$ cat config.mk
export PLATFORM = sky130hd
export DESIGN_NAME = host_port
export DESIGN_NICKNAME = d
export VERILOG_FILES = /design/src/rtl/lbm_pkg.sv /design/src/rtl/host_port.sv
export VERILOG_INCLUDE_DIRS = /design/src /design/src/rtl
export SDC_FILE = /design/constraint.sdc
export NUM_CORES = 1
export LEC_CHECK = 0
export ABC_AREA = 0
export CAP_MARGIN = 20
export CORE_AREA = 10 10 92 86
export CTS_CLUSTER_SIZE = 40
export DETAILED_ROUTE_END_ITERATION = 7
export DIE_AREA = 0 0 102 96
export DONT_BUFFER_PORTS = 1
export HOLD_SLACK_MARGIN = 0.15
export PLACE_DENSITY = 0.53
export SLEW_MARGIN = 20
export SYNTH_ARGS = -nofsm -noshare
export SYNTH_HDL_FRONTEND = slang
export SYNTH_SLANG_ARGS = --single-unit
$ cat constraint.sdc
create_clock -name clk -period 2.1 [get_ports clk]
set_input_delay 0.315 -clock clk [delete_from_list [all_inputs] [get_ports clk]]
set_output_delay 0.315 -clock clk [all_outputs]
set_load 0.01 [all_outputs]
$ cat src/rtl/lbm_params.svh
`ifndef LBM_PARAMS_SVH
`define LBM_PARAMS_SVH

// grid geometry
`define LBM_WIDTH 4
`define LBM_HEIGHT 4
`define LBM_DEPTH 16
`define LBM_ADDR_WIDTH 4

// population word and lattice directions
`define LBM_DATA_WIDTH 16
`define LBM_DIRS 9

`endif

$ cat src/rtl/lbm_pkg.sv
`include "lbm_params.svh"

package lbm_pkg;

    typedef logic [`LBM_DATA_WIDTH-1:0] dist_t;
    // row * width + column
    typedef logic [`LBM_ADDR_WIDTH-1:0] addr_t;
    typedef logic [$clog2(`LBM_WIDTH)-1:0] col_t;
    typedef logic [$clog2(`LBM_HEIGHT)-1:0] row_t;

    // north lowers the row, east raises the column
    typedef enum logic [3:0] {
        DIR_REST,
        DIR_N,
        DIR_NE,
        DIR_E,
        DIR_SE,
        DIR_S,
        DIR_SW,
        DIR_W,
        DIR_NW
    } dir_t;

    typedef enum logic [1:0] {
        ST_IDLE,
        ST_SWEEP,
        ST_DRAIN
    } sweep_state_t;

    function automatic logic signed [1:0] dir_dx(dir_t d);
        case (d)
            DIR_NE, DIR_E, DIR_SE: return 2'sd1;
            DIR_SW, DIR_W, DIR_NW: return -2'sd1;
            default: return 2'sd0;
        endcase
    endfunction

    function automatic logic signed [1:0] dir_dy(dir_t d);
        case (d)
            DIR_SE, DIR_S, DIR_SW: return 2'sd1;
            DIR_N, DIR_NE, DIR_NW: return -2'sd1;
            default: return 2'sd0;
        endcase
    endfunction

    // moving directions sit in a ring of eight, opposite is four steps round
    function automatic dir_t opposite_dir(dir_t d);
        if (d == DIR_REST)
            return DIR_REST;
        return dir_t'((d > 4) ? d - 4 : d + 4);
    endfunction

endpackage

$ cat src/rtl/host_port.sv
`timescale 1ns/10ps
`include "lbm_params.svh"

module host_port (
    input  logic                 clk,
    input  logic                 rst,
    input  logic                 busy,
    input  logic                 load_en,
    input  lbm_pkg::dir_t        load_dir,
    input  lbm_pkg::dist_t       load_data,
    input  logic                 rd_en,
    input  lbm_pkg::dir_t        rd_dir,
    input  lbm_pkg::dist_t       lane_words [`LBM_DIRS],
    output logic [`LBM_DIRS-1:0] lane_we,
    output lbm_pkg::dist_t       lane_data,
    output lbm_pkg::dist_t       rd_data,
    output logic                 rd_valid
);

    lbm_pkg::dir_t rd_dir_q;

    // one-hot lane enable, loads dropped during a step
    always_comb
    begin
        lane_we = '0;
        if (load_en && !busy && (int'(load_dir) < `LBM_DIRS))
            lane_we[load_dir] = 1'b1;
    end

    assign lane_data = load_data;

    always_ff @(posedge clk or posedge rst)
    begin
        if (rst)
        begin
            rd_valid <= 1'b0;
            rd_dir_q <= lbm_pkg::DIR_REST;
        end
        else
        begin
            rd_valid <= rd_en && !busy;
            if (rd_en)
                rd_dir_q <= rd_dir;
        end
    end

    // bank data arrives the cycle after the request
    assign rd_data = (int'(rd_dir_q) < `LBM_DIRS) ? lane_words[rd_dir_q] : '0;

endmodule

==> results.py <==
metrics = {
    "logic_synthesis": {
        "ys_ff_latch": 5,
        "ys_seq_area_share_pct": 7.168,
        "synth_cell_types": 24,
        "postSynthCellCount": 188,
        "avgSynthCellArea_sq_um": 9.284,
        "synth_warnings": 0,
        "syn-num-nets": 361,
        "synth_area_sq_um": 1745,
    },
    "die": {
        "core_sq_um": 6013,
        "die_h_microns": 96,
        "die_area_sq_um": 9792,
        "rows": 27,
        "ios": 215,
        "initial_utilization_pct": 29.03,
        "die_x_microns": 102,
    },
    "cells_and_area": {
        "finish.utilization_pct": 29.40,
        "stdcell_area_sq_um": 1768,
        "fin_nets": 348,
        "fin_cells": 246,
        "areaGrowthSynthToFinish_pct": 1.291,
        "layout-drive-gt1-share_pct": 24.14,
        "n_antenna_cell": 0,
    },
    "placement": {
        "hpwl_mm": 6.091,
        "io_buffers": 0,
        "gp_congestion": 0.7789,
        "place_area_sq_um": 1682,
        "numPlacedInstances": 240,
        "pre_cts_ws_ps": 220.7,
    },
    "drt": {
        "route.detailed.drc": 0,
        "firstDrtPassIters": 4,
        "vias": 1514,
        "avgViaCountPerCell": 6.154,
        "ant_nets": 0,
        "wl_per_cell_microns": 29.28,
        "drtIter0Drc": 43,
        "routed_wl_mm": 7.204,
    },
    "critical_path": {
        "slowest_delay_ps": 500,
        "cp.depth": 4,
        "crit_chain": "buf_12, mux4_2, nand2b_1, a22o_1",
        "critical_path_arrival_ps": 1720,
        "crit_buf_inv": 1,
        "crit_family": "multiplexers",
        "cpMaxStageDelayCell": "mux4_2",
        "reg2reg_depth": 2,
        "cp.required_ps": 1780,
        "startpoint_type": "flop",
        "r2r_slack_ps": 970,
        "crit_path_max_fanout": 11,
        "cp-end-kind": "output port",
        "timing_worst_setup_path_type": "flop to output port",
    },
    "clock_tree": {
        "insertion_delay_ps": 220,
        "cts_tree": "done",
        "root_buffer": "clkbuf_8",
        "cts_num_sinks": 5,
        "cts_made_buffers": 3,
        "clk_pin_slew_ps": 40,
        "cts_max_path_buffers": 2,
        "htreeDepth": 1,
    },
    "timing": {
        "fin_tns_setup_ps": 0,
        "finalHoldViolCount": 0,
        "worst_slack_ps": 65.57,
        "tightestPinTransition_ps": 539.5,
        "grt_setup_unrepaired": "no",
        "drv_slew": 0,
        "fin_skew_ps": 0,
        "fin_crit_sh_pct": 96.88,
        "slew_headroom_pct": 63.96,
        "max_freq_mhz": 491.5,
        "finalSetupViolCount": 0,
        "fin_crit_ps": 2034,
    },
    "hold_path": {
        "min_path_cells": 1,
        "hp-class": "input pin to flop",
    },
    "pwr": {
        "ir_drop_v": 0.0001254,
        "power_density_nw_per_um2": 472.2,
        "p_leak_nw": 0.7668,
    },
    "global_route": {
        "grtUsageTotal_pct": 12.62,
        "grt_max_degree": 41,
        "grt-ovfl-total": 0,
        "grt_pass1_wl_mm": 9.639,
        "grt_pass1_vias": 1651,
        "antenna_found_initial": 0,
    },
    "flow_run": {
        "maxCapViolCount": 0,
    },
    "status": {
        "outcome": "finished clean",
    },
}
## state kept, by name, summed over array words and instances, names as in the netlist
signal / cells
rd_valid: 1
rd_dir_q: 4
## cell usage in the layout (no fill, tap or decap)
cell type,Yosys,routed
mux2i_1,56,56
a22o_1,25,25
nand2_1,17,17
o31ai_2,12,12
nor2_1,10,10
buf_4,19,10
mux2_2,4,4
mux4_2,4,4
nand2b_1,4,4
dfrtp_1,5,4
a221o_1,3,3
o21ai_1,3,3
nor3_1,3,3
clkbuf_8,0,3
nor2b_1,3,2
buf_12,3,2
and2_4,1,1
nor4b_4,1,1
nor2b_2,0,1
a221oi_2,1,1
nor3b_1,1,1
nand4bb_1,1,1
inv_1,1,1
clkbuf_1,2,1
clkbuf_16,0,1
dlygate4sd3_1,0,1
buf_6,4,1
dfrtp_4,0,1
## worst paths after layout
check,endpoint,start
max in group asynchronous,rd_dir_q[0],rst
setup / recovery,rd_data[6],rd_dir_q[0]
hold / removal,rd_valid,busy
min in group asynchronous,rd_dir_q[3],rst
setup reg to reg,rd_dir_q[0],rd_dir_q[0]
hold reg to reg,rd_dir_q[2],rd_dir_q[2]
## report_power, final
group | internal [mW] | switching [mW] | total [mW]
logic | 0.262 | 0.274 | 0.536
registers | 0.107 | 0.0154 | 0.122
clock network | 0.130 | 0.0462 | 0.176
total | 0.500 | 0.335 | 0.835
## kinds of logic (layout without fill, tap and decap cells)
kind of cell	after synthesis	in the layout	synth area share (%)
flip-flops	5	5	7.168
AND/OR/NAND/NOR	41	41	12.11
multiplexers	64	64	39.86
buffers and inverters	34	20	16.27
AO/OA/AOI/OAI	44	44	24.59
## cell type report
| cell class | instances | area [sq um] |
|---|---|---|
| Inverter | 1 | 3.754 |
| Multi-Input combinational cell | 149 | 1339 |
| Clock buffer | 4 | 45.04 |
| Fill cell | 649 | 4245 |
| Timing Repair Buffer | 15 | 161.4 |
| Sequential cell | 5 | 128.9 |
| Tap cell | 72 | 90.09 |
## synthesized netlist by cell type
cell type	n	share of area (%)
a221o_1	3	1.7
a221oi_2	1	0.86
a22o_1	25	13
and2_4	1	0.50
buf_12	3	3.4
buf_2	5	1.4
buf_4	19	8.2
buf_6	4	2.6
clkbuf_1	2	0.43
dfrtp_1	5	7.2
inv_1	1	0.21
mux2_2	4	2.6
mux2i_1	56	32
mux4_2	4	5.2
nand2_1	17	3.7
nand2b_1	4	1.4
nand4bb_1	1	0.65
nor2_1	10	2.2
nor2b_1	3	1.1
nor3_1	3	0.86
nor3b_1	1	0.43
nor4b_4	1	1.4
o21ai_1	3	0.86
o31ai_2	12	8.6
## through the flow
step	total power [mW]	hold slack, ps
final	0.8349	156.1
after global routing	0.8922	152.9
after CTS	0.8377	154.8
after detailed placement	0.6557	112.9
after global placement	0.6483	112.9
after floorplan	0.6059	93.52
## worst register-to-register path, delay by kind of cell (launching register included)
kind | cells | cell delay [ps]
mux | 1 | 290
buf+inv | 1 | 210
flops | 1 | 520
## routing by layer
layer | part of all wire [%] | global-route usage (%) | up-vias
li1 | - | - | 673
met1 | 36 | 13.71 | 704
met2 | 50 | 21.49 | 125
met3 | 13 | 5.874 | 12
met4 | 1.6 | 3.991 | 0
met5 | 0 | 0 | -
## repair_timing
item | CTS | global route
endpoints found under the hold margin | 5 | 0
endpoints found under the setup margin | 9 | 1
hold buffers | 1 | 0
buffers inserted | 0 | 0
resized for setup | 1 | 1
gates cloned | 0 | 1
Power figures use the tool's default switching activity.
