**src/rtl/lbm_params.svh**
```systemverilog
`ifndef LBM_PARAMS_SVH
`define LBM_PARAMS_SVH

// grid geometry
`define LBM_WIDTH 4
`define LBM_HEIGHT 4
`define LBM_DEPTH 16
`define LBM_ADDR_WIDTH 4

// population word and lattice directions
`define LBM_DATA_WIDTH 16
`define LBM_DIRS 9

`endif

```
**src/rtl/lbm_pkg.sv**
```systemverilog
`include "lbm_params.svh"

package lbm_pkg;

    typedef logic [`LBM_DATA_WIDTH-1:0] dist_t;
    // row * width + column
    typedef logic [`LBM_ADDR_WIDTH-1:0] addr_t;
    typedef logic [$clog2(`LBM_WIDTH)-1:0] col_t;
    typedef logic [$clog2(`LBM_HEIGHT)-1:0] row_t;

    // north lowers the row, east raises the column
    typedef enum logic [3:0] {
        DIR_REST,
        DIR_N,
        DIR_NE,
        DIR_E,
        DIR_SE,
        DIR_S,
        DIR_SW,
        DIR_W,
        DIR_NW
    } dir_t;

    typedef enum logic [1:0] {
        ST_IDLE,
        ST_SWEEP,
        ST_DRAIN
    } sweep_state_t;

    function automatic logic signed [1:0] dir_dx(dir_t d);
        case (d)
            DIR_NE, DIR_E, DIR_SE: return 2'sd1;
            DIR_SW, DIR_W, DIR_NW: return -2'sd1;
            default: return 2'sd0;
        endcase
    endfunction

    function automatic logic signed [1:0] dir_dy(dir_t d);
        case (d)
            DIR_SE, DIR_S, DIR_SW: return 2'sd1;
            DIR_N, DIR_NE, DIR_NW: return -2'sd1;
            default: return 2'sd0;
        endcase
    endfunction

    // moving directions sit in a ring of eight, opposite is four steps round
    function automatic dir_t opposite_dir(dir_t d);
        if (d == DIR_REST)
            return DIR_REST;
        return dir_t'((d > 4) ? d - 4 : d + 4);
    endfunction

endpackage

```
**src/rtl/lattice_ram.sv**
```systemverilog
`timescale 1ns/10ps
`include "lbm_params.svh"

module lattice_ram (
    input  logic           clk,
    input  lbm_pkg::addr_t read_addr,
    output lbm_pkg::dist_t read_data,
    input  logic           write_en,
    input  lbm_pkg::addr_t write_addr,
    input  lbm_pkg::dist_t write_data
);

    lbm_pkg::dist_t mem [`LBM_DEPTH];

    // registered read, one write per clock
    always_ff @(posedge clk)
    begin
        if (write_en)
            mem[write_addr] <= write_data;
        read_data <= mem[read_addr];
    end

endmodule

```
**src/rtl/stream_lane.sv**
```systemverilog
`timescale 1ns/10ps
`include "lbm_params.svh"

module stream_lane #(
    parameter lbm_pkg::dir_t DIR = lbm_pkg::DIR_REST
) (
    input  logic                  clk,
    input  logic                  rst,
    input  logic [`LBM_DEPTH-1:0] barriers,
    input  lbm_pkg::addr_t        src_addr,
    input  lbm_pkg::col_t         src_col,
    input  lbm_pkg::row_t         src_row,
    input  logic                  read_valid,
    input  logic                  write_valid,
    input  logic                  buf_sel,
    input  lbm_pkg::dist_t        opp_word,
    input  logic                  host_we,
    input  lbm_pkg::dist_t        host_data,
    output lbm_pkg::dist_t        rd_word
);

    localparam int DX = lbm_pkg::dir_dx(DIR);
    localparam int DY = lbm_pkg::dir_dy(DIR);

    lbm_pkg::col_t  tgt_col;
    lbm_pkg::row_t  tgt_row;
    // stage 1, alongside the bank read
    lbm_pkg::addr_t tgt_addr_q;
    logic           src_bar_q;
    // stage 2, feeding the next-buffer write
    lbm_pkg::addr_t wr_addr_q;
    lbm_pkg::dist_t wr_data_q;
    lbm_pkg::dist_t bank_rd [2];

    // neighbour cell on a torus
    always_comb
    begin
        if (DX > 0)
            tgt_col = (src_col == lbm_pkg::col_t'(`LBM_WIDTH - 1)) ? '0 : src_col + 1'b1;
        else if (DX < 0)
            tgt_col = (src_col == '0) ? lbm_pkg::col_t'(`LBM_WIDTH - 1) : src_col - 1'b1;
        else
            tgt_col = src_col;

        if (DY > 0)
            tgt_row = (src_row == lbm_pkg::row_t'(`LBM_HEIGHT - 1)) ? '0 : src_row + 1'b1;
        else if (DY < 0)
            tgt_row = (src_row == '0) ? lbm_pkg::row_t'(`LBM_HEIGHT - 1) : src_row - 1'b1;
        else
            tgt_row = src_row;
    end

    always_ff @(posedge clk or posedge rst)
    begin
        if (rst)
        begin
            tgt_addr_q <= '0;
            src_bar_q <= 1'b0;
        end
        else if (read_valid)
        begin
            tgt_addr_q <= lbm_pkg::addr_t'(tgt_row * `LBM_WIDTH + tgt_col);
            src_bar_q <= barriers[src_addr];
        end
    end

    // barrier target wins over reflection from a barrier source
    always_ff @(posedge clk)
    begin
        wr_addr_q <= tgt_addr_q;
        if (barriers[tgt_addr_q])
            wr_data_q <= '0;
        else if (src_bar_q)
            wr_data_q <= opp_word;
        else
            wr_data_q <= rd_word;
    end

    for (genvar b = 0; b < 2; b++)
    begin : g_bank
        // bank b holds the current step when buf_sel equals b
        logic is_cur;

        assign is_cur = (buf_sel == 1'(b));

        lattice_ram i_ram (
            .clk        (clk),
            .read_addr  (src_addr),
            .read_data  (bank_rd[b]),
            .write_en   (is_cur ? host_we : write_valid),
            .write_addr (is_cur ? src_addr : wr_addr_q),
            .write_data (is_cur ? host_data : wr_data_q)
        );
    end

    assign rd_word = bank_rd[buf_sel];

endmodule

```
**config.mk**
```make
export PLATFORM = sky130hd
export DESIGN_NAME = stream_lane
export DESIGN_NICKNAME = d
export VERILOG_FILES = /design/src/rtl/lbm_pkg.sv /design/src/rtl/lattice_ram.sv /design/src/rtl/stream_lane.sv
export VERILOG_INCLUDE_DIRS = /design/src /design/src/rtl
export SDC_FILE = /design/constraint.sdc
export NUM_CORES = 1
export LEC_CHECK = 0
export BUFFER_PORTS_ARGS = -buffer_cell sky130_fd_sc_hd__buf_2
export CORE_MARGIN = 2
export CORE_UTILIZATION = 25
export DETAILED_ROUTE_END_ITERATION = 10
export GPL_ROUTABILITY_DRIVEN = 0
export PLACE_DENSITY_LB_ADDON = 0.08
export SETUP_SLACK_MARGIN = 0.2
export SLEW_MARGIN = 10
export SYNTH_ARGS = -nofsm -noshare
export SYNTH_HDL_FRONTEND = slang
export SYNTH_SLANG_ARGS = --single-unit
```
**constraint.sdc**
```tcl
create_clock -name clk -period 5.25 [get_ports clk]
set_clock_uncertainty 0.05 [all_clocks]
set_input_delay 1.3125 -clock clk [delete_from_list [all_inputs] [get_ports clk]]
set_output_delay 1.3125 -clock clk [all_outputs]
set_load 0.005 [all_outputs]
```
==> flow_summary.toml <==
[floorplan]
dieArea_um2 = 90020
initial_core_util_pct = 25.26
num_rows = 108
io_pins = 78
die_h_um = 300.0
fp.dieW_um = 300.0
core_um2 = 86750

[cts]
clockRootBuffer = "clkbuf_16"
cts_hold_buf = 0
post_cts_buffers = 0
clock_latency_ns = 0.59
cts_buffers = 68
cts_tree = "built"
clk_pin_slew_ns = 0.06
clockBufferDepth = 3
cts_max_level = 3
post_cts_resize_count = 0
cts.sinks = 569

[finish]
layout_commonest_cell = "edfxtp_1"
syn2layout_area_growth_pct = 19.72
final_cell_mix = "512 x edfxtp_1, 165 x mux4_2, 73 x buf_2"
final_core_util_pct = 30.24
fill_cells = 8453
drive_gt1_share_pct = 41.93
stdcell_area_um2 = 26230
finalNetCount = 1160

[critical_path]
cp_slowest_cell = "buf_4"
endpoint_kind = "output port"
r2r-end = "wr_data_q[13]"
cp_max_fo = 64
r2r-start = "tgt_addr_q[0]"
path_class = "input port to output port"
cp.arrival_ns = 2.55
worst-endpoint-required_ns = 3.89
r2r_slack_ns = 2.93
start_kind = "input port"
path_cells = "buf_4, mux2_2, buf_2"
r2r_cells = 3
slowest_delay_ns = 0.61

[sta]
hold_slack_ns = 0.4233
slew_headroom_pct = 44.85
worst_pin_slew_ns = 0.8272
fmax_mhz = 255.6
rsz0062_at_grt = "false"
hold_violations = 0
min_period_ns = 3.912
slew_viol_final = 0
setup_viol = 0
timing.final.crit_share_pct = 74.52
tns_ns = 0

[synth]
avgSynthCellArea_um2 = 22.89
synth_seq_cells = 569
ys_seq_area_share_pct = 75.50
synth.cell_area_um2 = 21910
synthDistinctLibCells = 31
postSynthCellCount = 957
syn_nets = 1019
synth_warnings = 0

[grt]
grt_antenna_before_repair = 4
grt_pass1_wl_um = 86320
grtUsageTotal_pct = 13.68
grt_pass1_vias = 10917
grt_max_degree = 65
overflow = 0

[pwr]
p_leak_uw = 0.008438
ir_worst_vdd_uv = 222.8
finalPower_uw = 10730
cellPowerDensity_nw_per_um2 = 409.1

[routing]
postRouteWirelength_um = 60680
dr.pass1.iters = 4
vias = 10190
viasPerCell = 4.411
drc = 0
avgRoutedWirePerCell_um = 26.27
final_antenna_net_count = 0
drt_iter0_drc = 768

[placement]
placed_cell_area_um2 = 24030
port_buffers = 77
hpwl_um = 38460

[hold_path]
min-delay-start = "tgt_addr_q[3]"
hold_path_end = "wr_addr_q[3]"
hold_path_class = "flip-flop to flip-flop"
hold_depth = 0

[run_status]
outcome = "finished clean"

[flow_run]
cap_violations = 0
-- state kept, by name (all words and copies together), names as in the netlist --
register,cells
g_bank.i_ram.mem,512
g_bank.i_ram.read_data,32
src_bar_q,1
tgt_addr_q,4
wr_addr_q,4
wr_data_q,16
-- logic make-up (layout without fill, tap and decap cells) --
logic type / Yosys count / after routing / share of synthesized area, %
buffers and inverters: 57 / 252 / 1.279
muxes: 242 / 242 / 21.08
DFF: 569 / 569 / 75.50
other: 0 / 3 / 0
AOI/OAI and AO/OA: 19 / 19 / 0.5540
and+or+nand+nor: 70 / 70 / 1.588
-- report_power, final --
group	internal, uW	leakage, uW	switching (uW)
Sequential	5230	0.00516	76.5
Combinational	305	0.00221	530
Clock	2720	0.00107	1860
Total	8260	0.00844	2470
-- cells in the mapped netlist (all sizes together) --
cell type / instances / area [um^2]
dfrtp: 5 / 125.1
nor2: 53 / 229.0
nor2b: 1 / 6.260
a32oi: 4 / 35.03
or2: 1 / 6.260
nand2b: 1 / 6.260
buf: 27 / 167.7
mux4: 169 / 3821
a31oi: 1 / 6.260
a21oi: 1 / 5.000
mux2i: 19 / 190.2
and3: 3 / 18.77
mux2: 54 / 608.1
nor3b: 3 / 22.52
o32a: 1 / 10.01
and2: 1 / 6.260
nor3: 1 / 5.000
clkbuf: 24 / 90.09
dfxtp: 52 / 1041
and3b: 5 / 43.79
a221oi: 1 / 8.760
inv: 6 / 22.52
nand2: 1 / 3.750
o21ai: 10 / 50.05
edfxtp: 512 / 15370
o22ai: 1 / 6.260
-- worst max-delay path, delay by kind of cell --
family,cells,cell delay [ns]
muxes,1,0.43
buffers and inverters,2,0.74
-- routing by layer --
| metal | global-route usage [%] | up-vias | part of all wire (%) | wire [um] |
|---|---|---|---|---|
| met3 | 2.637 | 70 | 4.5 | 2707 |
| met4 | 3.250 | 0 | 1.6 | 990 |
| li1 | - | 4333 | - | - |
| met1 | 20.13 | 5543 | 48 | 29410 |
| met5 | 0 | - | 0 | 0 |
| met2 | 20.83 | 244 | 45 | 27580 |
-- stage by stage --
stage / worst slack (ns) / std cells
final: 1.338 / 2310
after global routing: 1.275 / 2307
after CTS: 1.331 / 2307
after detailed placement: 1.336 / 2183
after global placement: 1.370 / 2183
after floorplan: 1.738 / 957
-- cell type report --
cell class | instances | area [um^2] | area share (%)
Antenna cell | 3 | 7.507 | 0.02862
Clock buffer | 87 | 1867 | 7.117
Clock inverter | 37 | 321.6 | 1.226
Inverter | 6 | 22.52 | 0.08586
Multi-Input combinational cell | 331 | 5169 | 19.71
Sequential cell | 569 | 16540 | 63.06
Tap cell | 1155 | 1445 | 5.509
Timing Repair Buffer | 122 | 857.1 | 3.268
-- worst max-delay path by stage --
stage / slack, ns / startpoint / cells past startpoint / to
finish: 1.34 / buf_sel / 3 / rd_word[7]
detailed placement: 1.34 / buf_sel / 3 / rd_word[7]
floorplan: 1.74 / buf_sel / 6 / g_bank[0].i_ram.mem[4][0]
global route: 1.27 / buf_sel / 3 / rd_word[7]
CTS: 1.33 / buf_sel / 3 / rd_word[7]
global placement: 1.37 / buf_sel / 3 / rd_word[7]
No activity file was read; power rests on OpenSTA's default activity.
