$ cat src/rtl/lbm_params.svh
`ifndef LBM_PARAMS_SVH
`define LBM_PARAMS_SVH

// grid geometry
`define LBM_WIDTH 4
`define LBM_HEIGHT 4
`define LBM_DEPTH 16
`define LBM_ADDR_WIDTH 4

// population word and lattice directions
`define LBM_DATA_WIDTH 16
`define LBM_DIRS 9

`endif

$ cat src/rtl/lbm_pkg.sv
`include "lbm_params.svh"

package lbm_pkg;

    typedef logic [`LBM_DATA_WIDTH-1:0] dist_t;
    // row * width + column
    typedef logic [`LBM_ADDR_WIDTH-1:0] addr_t;
    typedef logic [$clog2(`LBM_WIDTH)-1:0] col_t;
    typedef logic [$clog2(`LBM_HEIGHT)-1:0] row_t;

    // north lowers the row, east raises the column
    typedef enum logic [3:0] {
        DIR_REST,
        DIR_N,
        DIR_NE,
        DIR_E,
        DIR_SE,
        DIR_S,
        DIR_SW,
        DIR_W,
        DIR_NW
    } dir_t;

    typedef enum logic [1:0] {
        ST_IDLE,
        ST_SWEEP,
        ST_DRAIN
    } sweep_state_t;

    function automatic logic signed [1:0] dir_dx(dir_t d);
        case (d)
            DIR_NE, DIR_E, DIR_SE: return 2'sd1;
            DIR_SW, DIR_W, DIR_NW: return -2'sd1;
            default: return 2'sd0;
        endcase
    endfunction

    function automatic logic signed [1:0] dir_dy(dir_t d);
        case (d)
            DIR_SE, DIR_S, DIR_SW: return 2'sd1;
            DIR_N, DIR_NE, DIR_NW: return -2'sd1;
            default: return 2'sd0;
        endcase
    endfunction

    // moving directions sit in a ring of eight, opposite is four steps round
    function automatic dir_t opposite_dir(dir_t d);
        if (d == DIR_REST)
            return DIR_REST;
        return dir_t'((d > 4) ? d - 4 : d + 4);
    endfunction

endpackage

$ cat src/rtl/sweep_ctrl.sv
`timescale 1ns/10ps
`include "lbm_params.svh"

module sweep_ctrl (
    input  logic           clk,
    input  logic           rst,
    input  logic           start,
    input  lbm_pkg::addr_t host_addr,
    output logic           busy,
    output logic           done,
    output lbm_pkg::addr_t src_addr,
    output lbm_pkg::col_t  src_col,
    output lbm_pkg::row_t  src_row,
    output logic           read_valid,
    output logic           write_valid,
    output logic           buf_sel
);

    lbm_pkg::sweep_state_t state;
    // bank data returning for the cell read last cycle
    logic data_valid;
    logic last_col;
    logic last_cell;

    assign last_col = (src_col == lbm_pkg::col_t'(`LBM_WIDTH - 1));
    assign last_cell = last_col && (src_row == lbm_pkg::row_t'(`LBM_HEIGHT - 1));

    assign busy = (state != lbm_pkg::ST_IDLE);
    assign read_valid = (state == lbm_pkg::ST_SWEEP);

    // host owns the read address between steps
    assign src_addr = (state == lbm_pkg::ST_IDLE) ? host_addr
                    : lbm_pkg::addr_t'(src_row * `LBM_WIDTH + src_col);

    always_ff @(posedge clk or posedge rst)
    begin
        if (rst)
        begin
            state <= lbm_pkg::ST_IDLE;
            src_col <= '0;
            src_row <= '0;
            data_valid <= 1'b0;
            write_valid <= 1'b0;
            buf_sel <= 1'b0;
            done <= 1'b0;
        end
        else
        begin
            data_valid <= read_valid;
            write_valid <= data_valid;
            done <= 1'b0;
            case (state)
                lbm_pkg::ST_IDLE:
                begin
                    if (start)
                    begin
                        state <= lbm_pkg::ST_SWEEP;
                        src_col <= '0;
                        src_row <= '0;
                    end
                end
                lbm_pkg::ST_SWEEP:
                begin
                    if (last_cell)
                    begin
                        src_col <= '0;
                        src_row <= '0;
                        state <= lbm_pkg::ST_DRAIN;
                    end
                    else if (last_col)
                    begin
                        src_col <= '0;
                        src_row <= src_row + 1'b1;
                    end
                    else
                        src_col <= src_col + 1'b1;
                end
                lbm_pkg::ST_DRAIN:
                begin
                    // only the final write is left once the data stage is empty
                    if (!data_valid)
                    begin
                        state <= lbm_pkg::ST_IDLE;
                        buf_sel <= ~buf_sel;
                        done <= 1'b1;
                    end
                end
                default:
                    state <= lbm_pkg::ST_IDLE;
            endcase
        end
    end

endmodule

$ cat config.mk
export PLATFORM = sky130hd
export DESIGN_NAME = sweep_ctrl
export DESIGN_NICKNAME = d
export VERILOG_FILES = /design/src/rtl/lbm_pkg.sv /design/src/rtl/sweep_ctrl.sv
export VERILOG_INCLUDE_DIRS = /design/src /design/src/rtl
export SDC_FILE = /design/constraint.sdc
export NUM_CORES = 1
export LEC_CHECK = 0
export ABC_AREA = 1
export BUFFER_PORTS_ARGS = -buffer_cell sky130_fd_sc_hd__buf_2
export CORE_ASPECT_RATIO = 0.9
export CORE_MARGIN = 10
export CORE_UTILIZATION = 28
export CTS_CLUSTER_DIAMETER = 200
export DETAILED_ROUTE_END_ITERATION = 8
export MAX_ROUTING_LAYER = met4
export PLACE_DENSITY = 0.62
export SLEW_MARGIN = 20
export SYNTH_ARGS = -nofsm -noshare
export SYNTH_HDL_FRONTEND = slang
export SYNTH_SLANG_ARGS = --single-unit
$ cat constraint.sdc
create_clock -name clk -period 0.97 [get_ports clk]
set_clock_uncertainty 0.05 [all_clocks]
set_input_delay 0.0485 -clock clk [delete_from_list [all_inputs] [get_ports clk]]
set_output_delay 0.0485 -clock clk [all_outputs]
set_load 0.01 [all_outputs]
==> impl_metrics.toml, run 1 <==
[yosys]
yosysSeqAreaShare = 0.519
syn_area_per_cell_sq_um = 7.90
yosysWarnings = 0
synthDistinctLibCells = 11
synth_cells = 61
synthesis.nets = 70
synth_seq_cells = 10
syn-cell-area_sq_um = 482

[clock_network]
cts_max_path_buffers = 2
clock-sinks = 10
clk_pin_slew_worst_paths_ns = 0.06
cts_buffers = 3
root_buffer = "clkbuf_4"
clk_latency_ns = 0.26
cts_tree = "yes"
htreeDepth = 1

[timing]
fin_hold_ws_ns = 0.0570
final_hold_viol_count = 0
rsz0062_at_grt = "yes"
slew_violations = 0
tightest_slew_ns = 0.373
slew-limit-headroom = 0.751
fin_crit_sh = 1.33
setup_viol = 18
fin_crit_ns = 1.29
fin_ws_ns = -0.324
max_freq_ghz = 0.773

[die]
die_h_um = 59.4
core_area_sq_um = 1650
row_count = 14
die_area_sq_um = 3780
start_util = 0.293
die_width_um = 63.7
ios = 20

[global_routing]
grt_remaining_overflow = 0
grt_max_degree = 11
groute.usage.overall = 0.0811
antenna_found_initial = 0
grt_pass1_vias = 494
grt_first_pass_wirelength_um = 2250

[drt]
drc = 0
final_antenna_net_count = 0
avgViaCountPerCell = 4.37
drt_wl_total_um = 1480
vias = 546
wl_per_cell_um = 11.8
drt_iter0_markers = 9
first_pass_iters = 4

[job]
drv_cap = 0

[critical_path]
critPathMaxFanout = 5
crit_arrival_ns = 1.20
path_cells = "buf_4, buf_6, nand2_4, inv_6, buf_6"
cpMaxStageDelayCell = "dfrtp_2"
crit_top_cell = "buf_6"
critPathTopFamily = "flip-flops"
path_class = "register to output pin"
cp.depth = 5
reg2reg_depth = 7
cpPeakStageDelay_ns = 0.43
critPathCaptureType = "output pin"
cp-start-kind = "register"
crit_required_ns = 0.87
critical_path_buf_inv_count = 4

[place]
io_buffers = 19
gp_congestion = 0.749
placed_cell_area_sq_um = 697
dp_hpwl_um = 1040

[power]
leakage_nw = 0.475
peakVddDrop_uv = 1590
powerDensity_nw_per_um2 = 2990

[final_layout]
layout-drive-gt1-share = 0.644
regArea_sq_um = 256
antennaDiodeCount = 0
fillerInstances = 170
nets = 112
area_delta_synth_final_pct = 89.4
final_util = 0.554
fin_area_sq_um = 912
multiInputGateArea_sq_um = 285

[status]
status = "finished, violations left"
violations = "negative setup slack"

[min_path]
hold_depth = 3
hold_class = "input port to register"
per-layer routing:
metal	part of all wire	vias up	track usage	wire (um)
li1	-	275	-	-
met1	0.39	252	0.0752	576
met2	0.53	15	0.130	787
met3	0.056	4	0.0416	83
met4	0.019	0	0.0561	28
met5	0	-	-	0
synthesized netlist by cell type (all sizes together):
cell   number  area, sq um
nand4       1         6.26
nand3       4         20.0
inv         7         26.3
o21ai       4         20.0
ha          2         25.0
dfrtp      10          250
nor2        4         22.5
nand2      29          111
cell type report:
| class | count | area share |
|---|---|---|
| multi-input cells | 44 | 0.313 |
| repair buffers | 37 | 0.311 |
| flip-flops and latches | 10 | 0.281 |
| inverters | 7 | 0.0370 |
| well taps | 24 | 0.0329 |
| clock buffers | 3 | 0.0247 |
worst min-delay path: cells and delay by family:
family | cells | cell delay (ns)
buf+inv | 1 | 0.12
simple gates | 2 | 0.16
per-stage QoR:
stage                     std cells  setup slack, ns  power [mW]  setup TNS [ns]
after floorplan                  61          -0.0330        1.35         -0.0340
after global placement          111          -0.0627        1.86          -0.315
after detailed placement        111          -0.0841        1.88          -0.525
after CTS                       121           -0.312        2.46           -2.46
after global routing            125           -0.388        2.95           -3.68
final                           125           -0.324        2.72           -2.80
state kept, by name (all words and copies together), names as in the netlist:
| name | flops |
|---|---|
| data_valid | 1 |
| src_row | 2 |
| src_col | 2 |
| done | 1 |
| buf_sel | 1 |
| state | 2 |
| write_valid | 1 |
final timing paths:
check                                          to                   start  slack, ns
min in group asynchronous          done$_DFF_PP0_                     rst       0.25
setup reg to reg           src_row[0]$_DFFE_PP0P_  src_col[0]$_DFFE_PP0P_      -0.19
hold reg to reg             write_valid$_DFF_PP0_    data_valid$_DFF_PP0_       0.41
hold / removal               state[0]$_DFFE_PP0P_                   start       0.06
max in group asynchronous  src_col[0]$_DFFE_PP0P_                     rst       0.33
setup / recovery                       read_valid    state[0]$_DFFE_PP0P_      -0.32
kinds of logic after synthesis:
family | after synthesis | synth area share
flops | 10 | 0.519
buf+inv | 7 | 0.0545
simple gates | 38 | 0.332
fa+ha+maj | 2 | 0.0519
compound gates | 4 | 0.0416
timing repair:
item / 4_1_cts / 5_1_grt
hold endpoints to repair: 10 / 0
buffers inserted: 6 / 4
setup endpoints to repair: 15 / 18
gates resized for setup: 16 / 19
hold buffers: 1 / 0
pin swaps: 6 / 13
where the power goes:
group          switching (mW)  internal, mW
clock                   0.125         0.142
combinational           0.820         0.925
sequential              0.132         0.579
layout by cell type, fill, tap and decap left out:
master	count
buf_4	10
ha_4	2
nand4_1	1
inv_1	3
clkbuf_4	3
dlygate4sd3_1	1
inv_4	1
dfrtp_2	5
nand3_2	1
buf_2	15
nand3_1	3
nand2_1	20
o21ai_0	1
o21ai_2	1
nand2_2	7
o21ai_4	1
nand2_4	2
nor2_4	1
buf_6	11
inv_6	1
dfrtp_1	5
o21ai_1	1
nor2_1	1
inv_2	2
nor2_2	2
Note: power is estimated with default switching activity, not from simulation.
==> run 2: changes to the inputs <==
Settings changed: ABC_AREA 1 to unset, HOLD_SLACK_MARGIN set to 0.06.
==> run 2 against run 1 <==
The run still ends with negative setup slack left. Count of clock-buffer cells in the layout up 1. Global-route usage down 0.37 points. Sequential share of layout area down 0.81 points. Worst hold slack better by 0.082 ns. Final cell count down 17%. Non-clock buffer count unchanged. Critical path depth down 2. Critical path type unchanged. Largest power group unchanged.
==> impl_metrics.toml, run 2 <==
[timing]
tightest_slew_ns = 0.381
slew_violations = 0
fin_crit_ns = 1.43
fin_ws_ns = -0.457
rsz0062_at_grt = "yes"
max_freq_ghz = 0.701
final_hold_viol_count = 0
setup_viol = 19
fin_hold_ws_ns = 0.139
fin_crit_sh = 1.47
slew-limit-headroom = 0.746

[place]
pre_cts_slack_ns = -0.208
dp_hpwl_um = 954
placed_cell_area_sq_um = 696
numPlacedInstances = 89
io_buffers = 19
gp_congestion = 0.857

[drt]
final_antenna_net_count = 0
drt_iter0_markers = 7
drt_wl_total_um = 1400
drc = 0
wl_per_cell_um = 13.5
vias = 456
avgViaCountPerCell = 4.38
first_pass_iters = 2

[final_layout]
antennaDiodeCount = 0
regArea_sq_um = 255
area_delta_synth_final_pct = 94.0
top_regs = "src_col: 2 flops, src_row: 2 flops, state: 2 flops"
layout_commonest_cell = "buf_6"
fin_area_sq_um = 935
nets = 90
fin_cells = 104
fillerInstances = 153
final_cell_mix = "15 x buf_6, 11 x buf_2, 9 x buf_4, 6 x dfrtp_1"
layout-drive-gt1-share = 0.725
multiInputGateArea_sq_um = 282

[yosys]
synthArstFlopShare = 1.00
synthDistinctLibCells = 18
synth_cells = 40
synth_commonest_cells = "10 x dfrtp_1, 4 x a22o_1, 4 x inv_1"
synthDominantCellAreaShare = 0.519
synthesis.nets = 49
syn-cell-area_sq_um = 482
synth_seq_cells = 10
synth_mux_area_frac = 0.0701
yosys.area_share.simple = 0.132
synth-xor-area-share = 0.0182
syn_area_per_cell_sq_um = 12.0
synth_edf_count = 0
yosysWarnings = 0
post-synth-top-count-cell = "dfrtp_1"
yosysTopAreaCell = "dfrtp_1"
synth_ff_type = "dfrtp_1"
synthAdderAreaFrac = 0.0519
synth_area_leaders = "dfrtp_1 52%, a22o_1 7.3%, mux2_2 7.0%, ha_1 5.2%, nor3b_4 3.9%"
yosysSeqAreaShare = 0.519
synth_top_family_by_area = "compound AO/OA/AOI/OAI gates"
synth_compound_area_frac = 0.161

[critical_path]
critPathLaunch = "state[0]$_DFFE_PP0P_"
crit_required_ns = 0.87
path_class = "register to output pin"
reg2reg_from = "state[0]$_DFFE_PP0P_"
cp-start-kind = "register"
crit_arrival_ns = 1.33
critPathCaptureType = "output pin"
critPathMaxFanout = 5

[power]
powerDensity_nw_per_um2 = 3520
peakVddDrop_uv = 1580
leakage_nw = 0.462
power_mw = 3.29

[min_path]
holdCritStartpoint = "start"
hold_class = "input port to register"

[clock_network]
clk_latency_ns = 0.26
cts_max_path_buffers = 2
cts_buffers = 3
htreeDepth = 1
clock-sinks = 10
cts_tree = "yes"
root_buffer = "clkbuf_4"
clk_pin_slew_worst_paths_ns = 0.07

[die]
start_util = 0.293
row_count = 14
die_width_um = 63.7
core_area_sq_um = 1650
die_h_um = 59.4
die_area_sq_um = 3780
ios = 20

[global_routing]
grt_first_pass_wirelength_um = 2240
antenna_found_initial = 0
grt_pass1_vias = 469
grt_remaining_overflow = 0
groute.usage.overall = 0.0774
grt_max_degree = 11

[job]
drv_cap = 0

[status]
violations = "negative setup slack"
status = "finished, violations left"
==> run 2: final timing paths <==
check,to,slack [ns],cells past startpoint
setup / recovery,src_addr[1],-0.46,3
hold / removal,state[0]$_DFFE_PP0P_,0.14,3
setup reg to reg,src_col[1]$_DFFE_PP0P_,-0.33,5
hold reg to reg,buf_sel$_DFFE_PP0P_,0.41,1
max in group asynchronous,src_col[1]$_DFFE_PP0P_,0.32,3
min in group asynchronous,write_valid$_DFF_PP0_,0.25,3
==> run 2: critical path, stage by stage (launching register included) <==
cell and delay [ns]:
dfrtp_1 0.42, nor2_4 0.20, mux2_4 0.32, buf_6 0.12
==> run 2: cells by family (layout without fill, tap and decap cells) <==
| kind of cell | count (synthesis) | in the layout |
|---|---|---|
| compound gates | 10 | 10 |
| flops | 10 | 10 |
| simple gates | 9 | 9 |
| buf+inv | 5 | 45 |
| mux | 3 | 3 |
| fa+ha+maj | 2 | 2 |
| xor+xnor | 1 | 1 |
==> run 2: through the flow <==
step	util	TNS (ns)
after floorplan	-	-0.770
after global placement	0.422	-1.59
after detailed placement	0.422	-1.63
after CTS	0.530	-3.64
after global routing	0.568	-5.19
final	0.568	-4.43
==> run 2: area by class of cell <==
| cell class | instances | area share |
|---|---|---|
| well taps | 24 | 0.0321 |
| multi-input cells | 25 | 0.301 |
| inverters | 4 | 0.0161 |
| flip-flops and latches | 10 | 0.273 |
| clock buffers | 4 | 0.0388 |
| repair buffers | 37 | 0.339 |
==> run 2: power by group <==
| part | total, mW | switching [mW] | internal [mW] |
|---|---|---|---|
| registers | 0.704 | 0.119 | 0.585 |
| clock network | 0.370 | 0.142 | 0.228 |
| logic | 2.22 | 0.864 | 1.36 |
==> run 2: timing repair <==
| item | CTS | global route |
|---|---|---|
| gates cloned | 0 | 0 |
| hold buffers | 1 | 0 |
| resized for setup | 21 | 4 |
| setup buffers | 4 | 6 |
| pin swaps | 4 | 5 |
| hold endpoints to repair | 10 | 0 |
| endpoints found under the setup margin | 17 | 18 |
==> run 2: layer usage <==
| metal | vias up | track usage | part of all wire |
|---|---|---|---|
| li1 | 219 | - | - |
| met1 | 217 | 0.0889 | 0.44 |
| met2 | 16 | 0.117 | 0.49 |
| met3 | 4 | 0.0284 | 0.041 |
| met4 | 0 | 0.0374 | 0.029 |
| met5 | - | - | 0 |
==> run 3: changes to the inputs <==
Settings changed: CAP_MARGIN set to 5, CELL_PAD_IN_SITES_DETAIL_PLACEMENT set to 1, CELL_PAD_IN_SITES_GLOBAL_PLACEMENT set to 2, CORE_UTILIZATION 28 to 24, GPL_TIMING_DRIVEN set to 0, PLACE_DENSITY 0.62 to 0.79.
==> run 3 against run 2 <==
The flow still finishes with violations (negative setup slack). Total power fell by 3.2%. Maximum frequency down 4.5%. Sequential power is 14% higher. Largest power group unchanged.
==> impl_metrics.toml, run 3 (synthesis gave the netlist of run 2 again) <==
[die]
ios = 20
die_width_um = 67.2
die_area_sq_um = 4200
die_h_um = 62.5
row_count = 15
core_area_sq_um = 1910
start_util = 0.252

[place]
placed_cell_area_sq_um = 656
pre_cts_slack_ns = -0.310
gp_congestion = 0.742
dp_hpwl_um = 1010
io_buffers = 19

[global_routing]
grt_remaining_overflow = 0
groute.usage.overall = 0.0760
grt_pass1_vias = 494
grt_first_pass_wirelength_um = 2440
grt_max_degree = 11
antenna_found_initial = 0

[drt]
vias = 447
drt_iter0_markers = 28
final_antenna_net_count = 0
drt_wl_total_um = 1610
drc = 0
first_pass_iters = 4
avgViaCountPerCell = 4.56
wl_per_cell_um = 16.4

[clock_network]
cts_buffers = 3
htreeDepth = 1
clock-sinks = 10
cts_tree = "yes"
root_buffer = "clkbuf_4"
clk_latency_ns = 0.27
cts_max_path_buffers = 2
clk_pin_slew_worst_paths_ns = 0.07

[timing]
rsz0062_at_grt = "yes"
final_hold_viol_count = 0
fin_crit_sh = 1.54
fin_crit_ns = 1.49
tightest_slew_ns = 0.392
fin_ws_ns = -0.524
slew-limit-headroom = 0.739
setup_viol = 16
slew_violations = 0
max_freq_ghz = 0.669

[final_layout]
final_cell_mix = "12 x buf_2, 11 x buf_6, 6 x buf_4, 5 x dfrtp_1, 5 x dfrtp_2"
layout-drive-gt1-share = 0.712
layout_commonest_cell = "buf_2"
fillerInstances = 217
top_regs = "src_col: 2 flops, src_row: 2 flops, state: 2 flops"
area_delta_synth_final_pct = 81.3
antennaDiodeCount = 0
nets = 83
fin_area_sq_um = 873

[power]
leakage_nw = 0.426
powerDensity_nw_per_um2 = 3650
peakVddDrop_uv = 1330

[status]
violations = "negative setup slack"
status = "finished, violations left"

[critical_path]
crit_required_ns = 0.87
cp-start-kind = "register"
path_cells = "nor2_4, buf_4, nand2_1, o21ai_0, buf_2"
critPathTopFamily = "flip-flops"
critPathCaptureType = "output pin"
critical_path_buf_inv_count = 2
cpPeakStageDelay_ns = 0.46
cpMaxStageDelayCell = "dfrtp_2"
critPathMaxFanout = 5
path_class = "register to output pin"
crit_arrival_ns = 1.40

[min_path]
hold_class = "input port to register"

[job]
drv_cap = 0
-- run 3: final timing paths --
kind | from | to | slack, ns | depth (start not counted)
setup reg to reg | state[1]$_DFFE_PP0P_ | src_row[0]$_DFFE_PP0P_ | -0.25 | 4
max in group asynchronous | rst | state[1]$_DFFE_PP0P_ | 0.32 | 3
hold / removal | start | state[0]$_DFFE_PP0P_ | 0.13 | 3
setup / recovery | state[1]$_DFFE_PP0P_ | src_addr[3] | -0.52 | 5
hold reg to reg | buf_sel$_DFFE_PP0P_ | buf_sel$_DFFE_PP0P_ | 0.42 | 1
min in group asynchronous | rst | src_row[1]$_DFFE_PP0P_ | 0.25 | 3
-- run 3: metrics by stage --
stage                     utilization  instances  hold WS [ns]  power (mW)  TNS [ns]
after floorplan                     -         40        -0.162        1.61    -0.770
after global placement          0.342         84      -0.00750        1.98     -1.44
after detailed placement        0.342         84       0.00330        2.05     -1.67
after CTS                       0.427         96         0.125        2.95     -4.43
after global routing            0.456         98         0.144        3.40     -4.94
final                           0.456         98         0.128        3.19     -4.25
-- run 3: layout make-up --
type | instances | area [sq um] | area share
flip-flops and latches | 10 | 256 | 0.294
repair buffers | 30 | 239 | 0.274
well taps | 25 | 31.3 | 0.0358
multi-input cells | 25 | 295 | 0.338
inverters | 4 | 15.0 | 0.0172
clock buffers | 4 | 36.3 | 0.0415
-- run 3: what timing repair did --
| action | in CTS | in global routing |
|---|---|---|
| setup buffers | 7 | 4 |
| endpoints found under the hold margin | 10 | 0 |
| pin swaps | 9 | 3 |
| hold buffers | 1 | 0 |
| gates resized for setup | 13 | 9 |
| endpoints found under the setup margin | 15 | 19 |
-- run 3: where the power goes --
group | internal (mW) | switching (mW) | leakage (nW)
Combinational | 1.18 | 0.828 | 0.293
Clock | 0.228 | 0.154 | 0.0210
Sequential | 0.589 | 0.211 | 0.112
Total | 1.99 | 1.19 | 0.426
-- run 3: tightest hold or removal path, delay by kind of cell --
kind	cells	cell delay, ns
buffers and inverters	1	0.10
AO/OA/AOI/OAI	2	0.25
-- run 3: routing by layer --
layer  GRT usage  wire length (um)  share of wire  up-vias
met5           -                 0              0        -
met4      0.0308                16         0.0099        0
met3      0.0269                81          0.050        2
met2       0.132               871           0.54        8
met1      0.0741               642           0.40      229
li1            -                 -              -      208
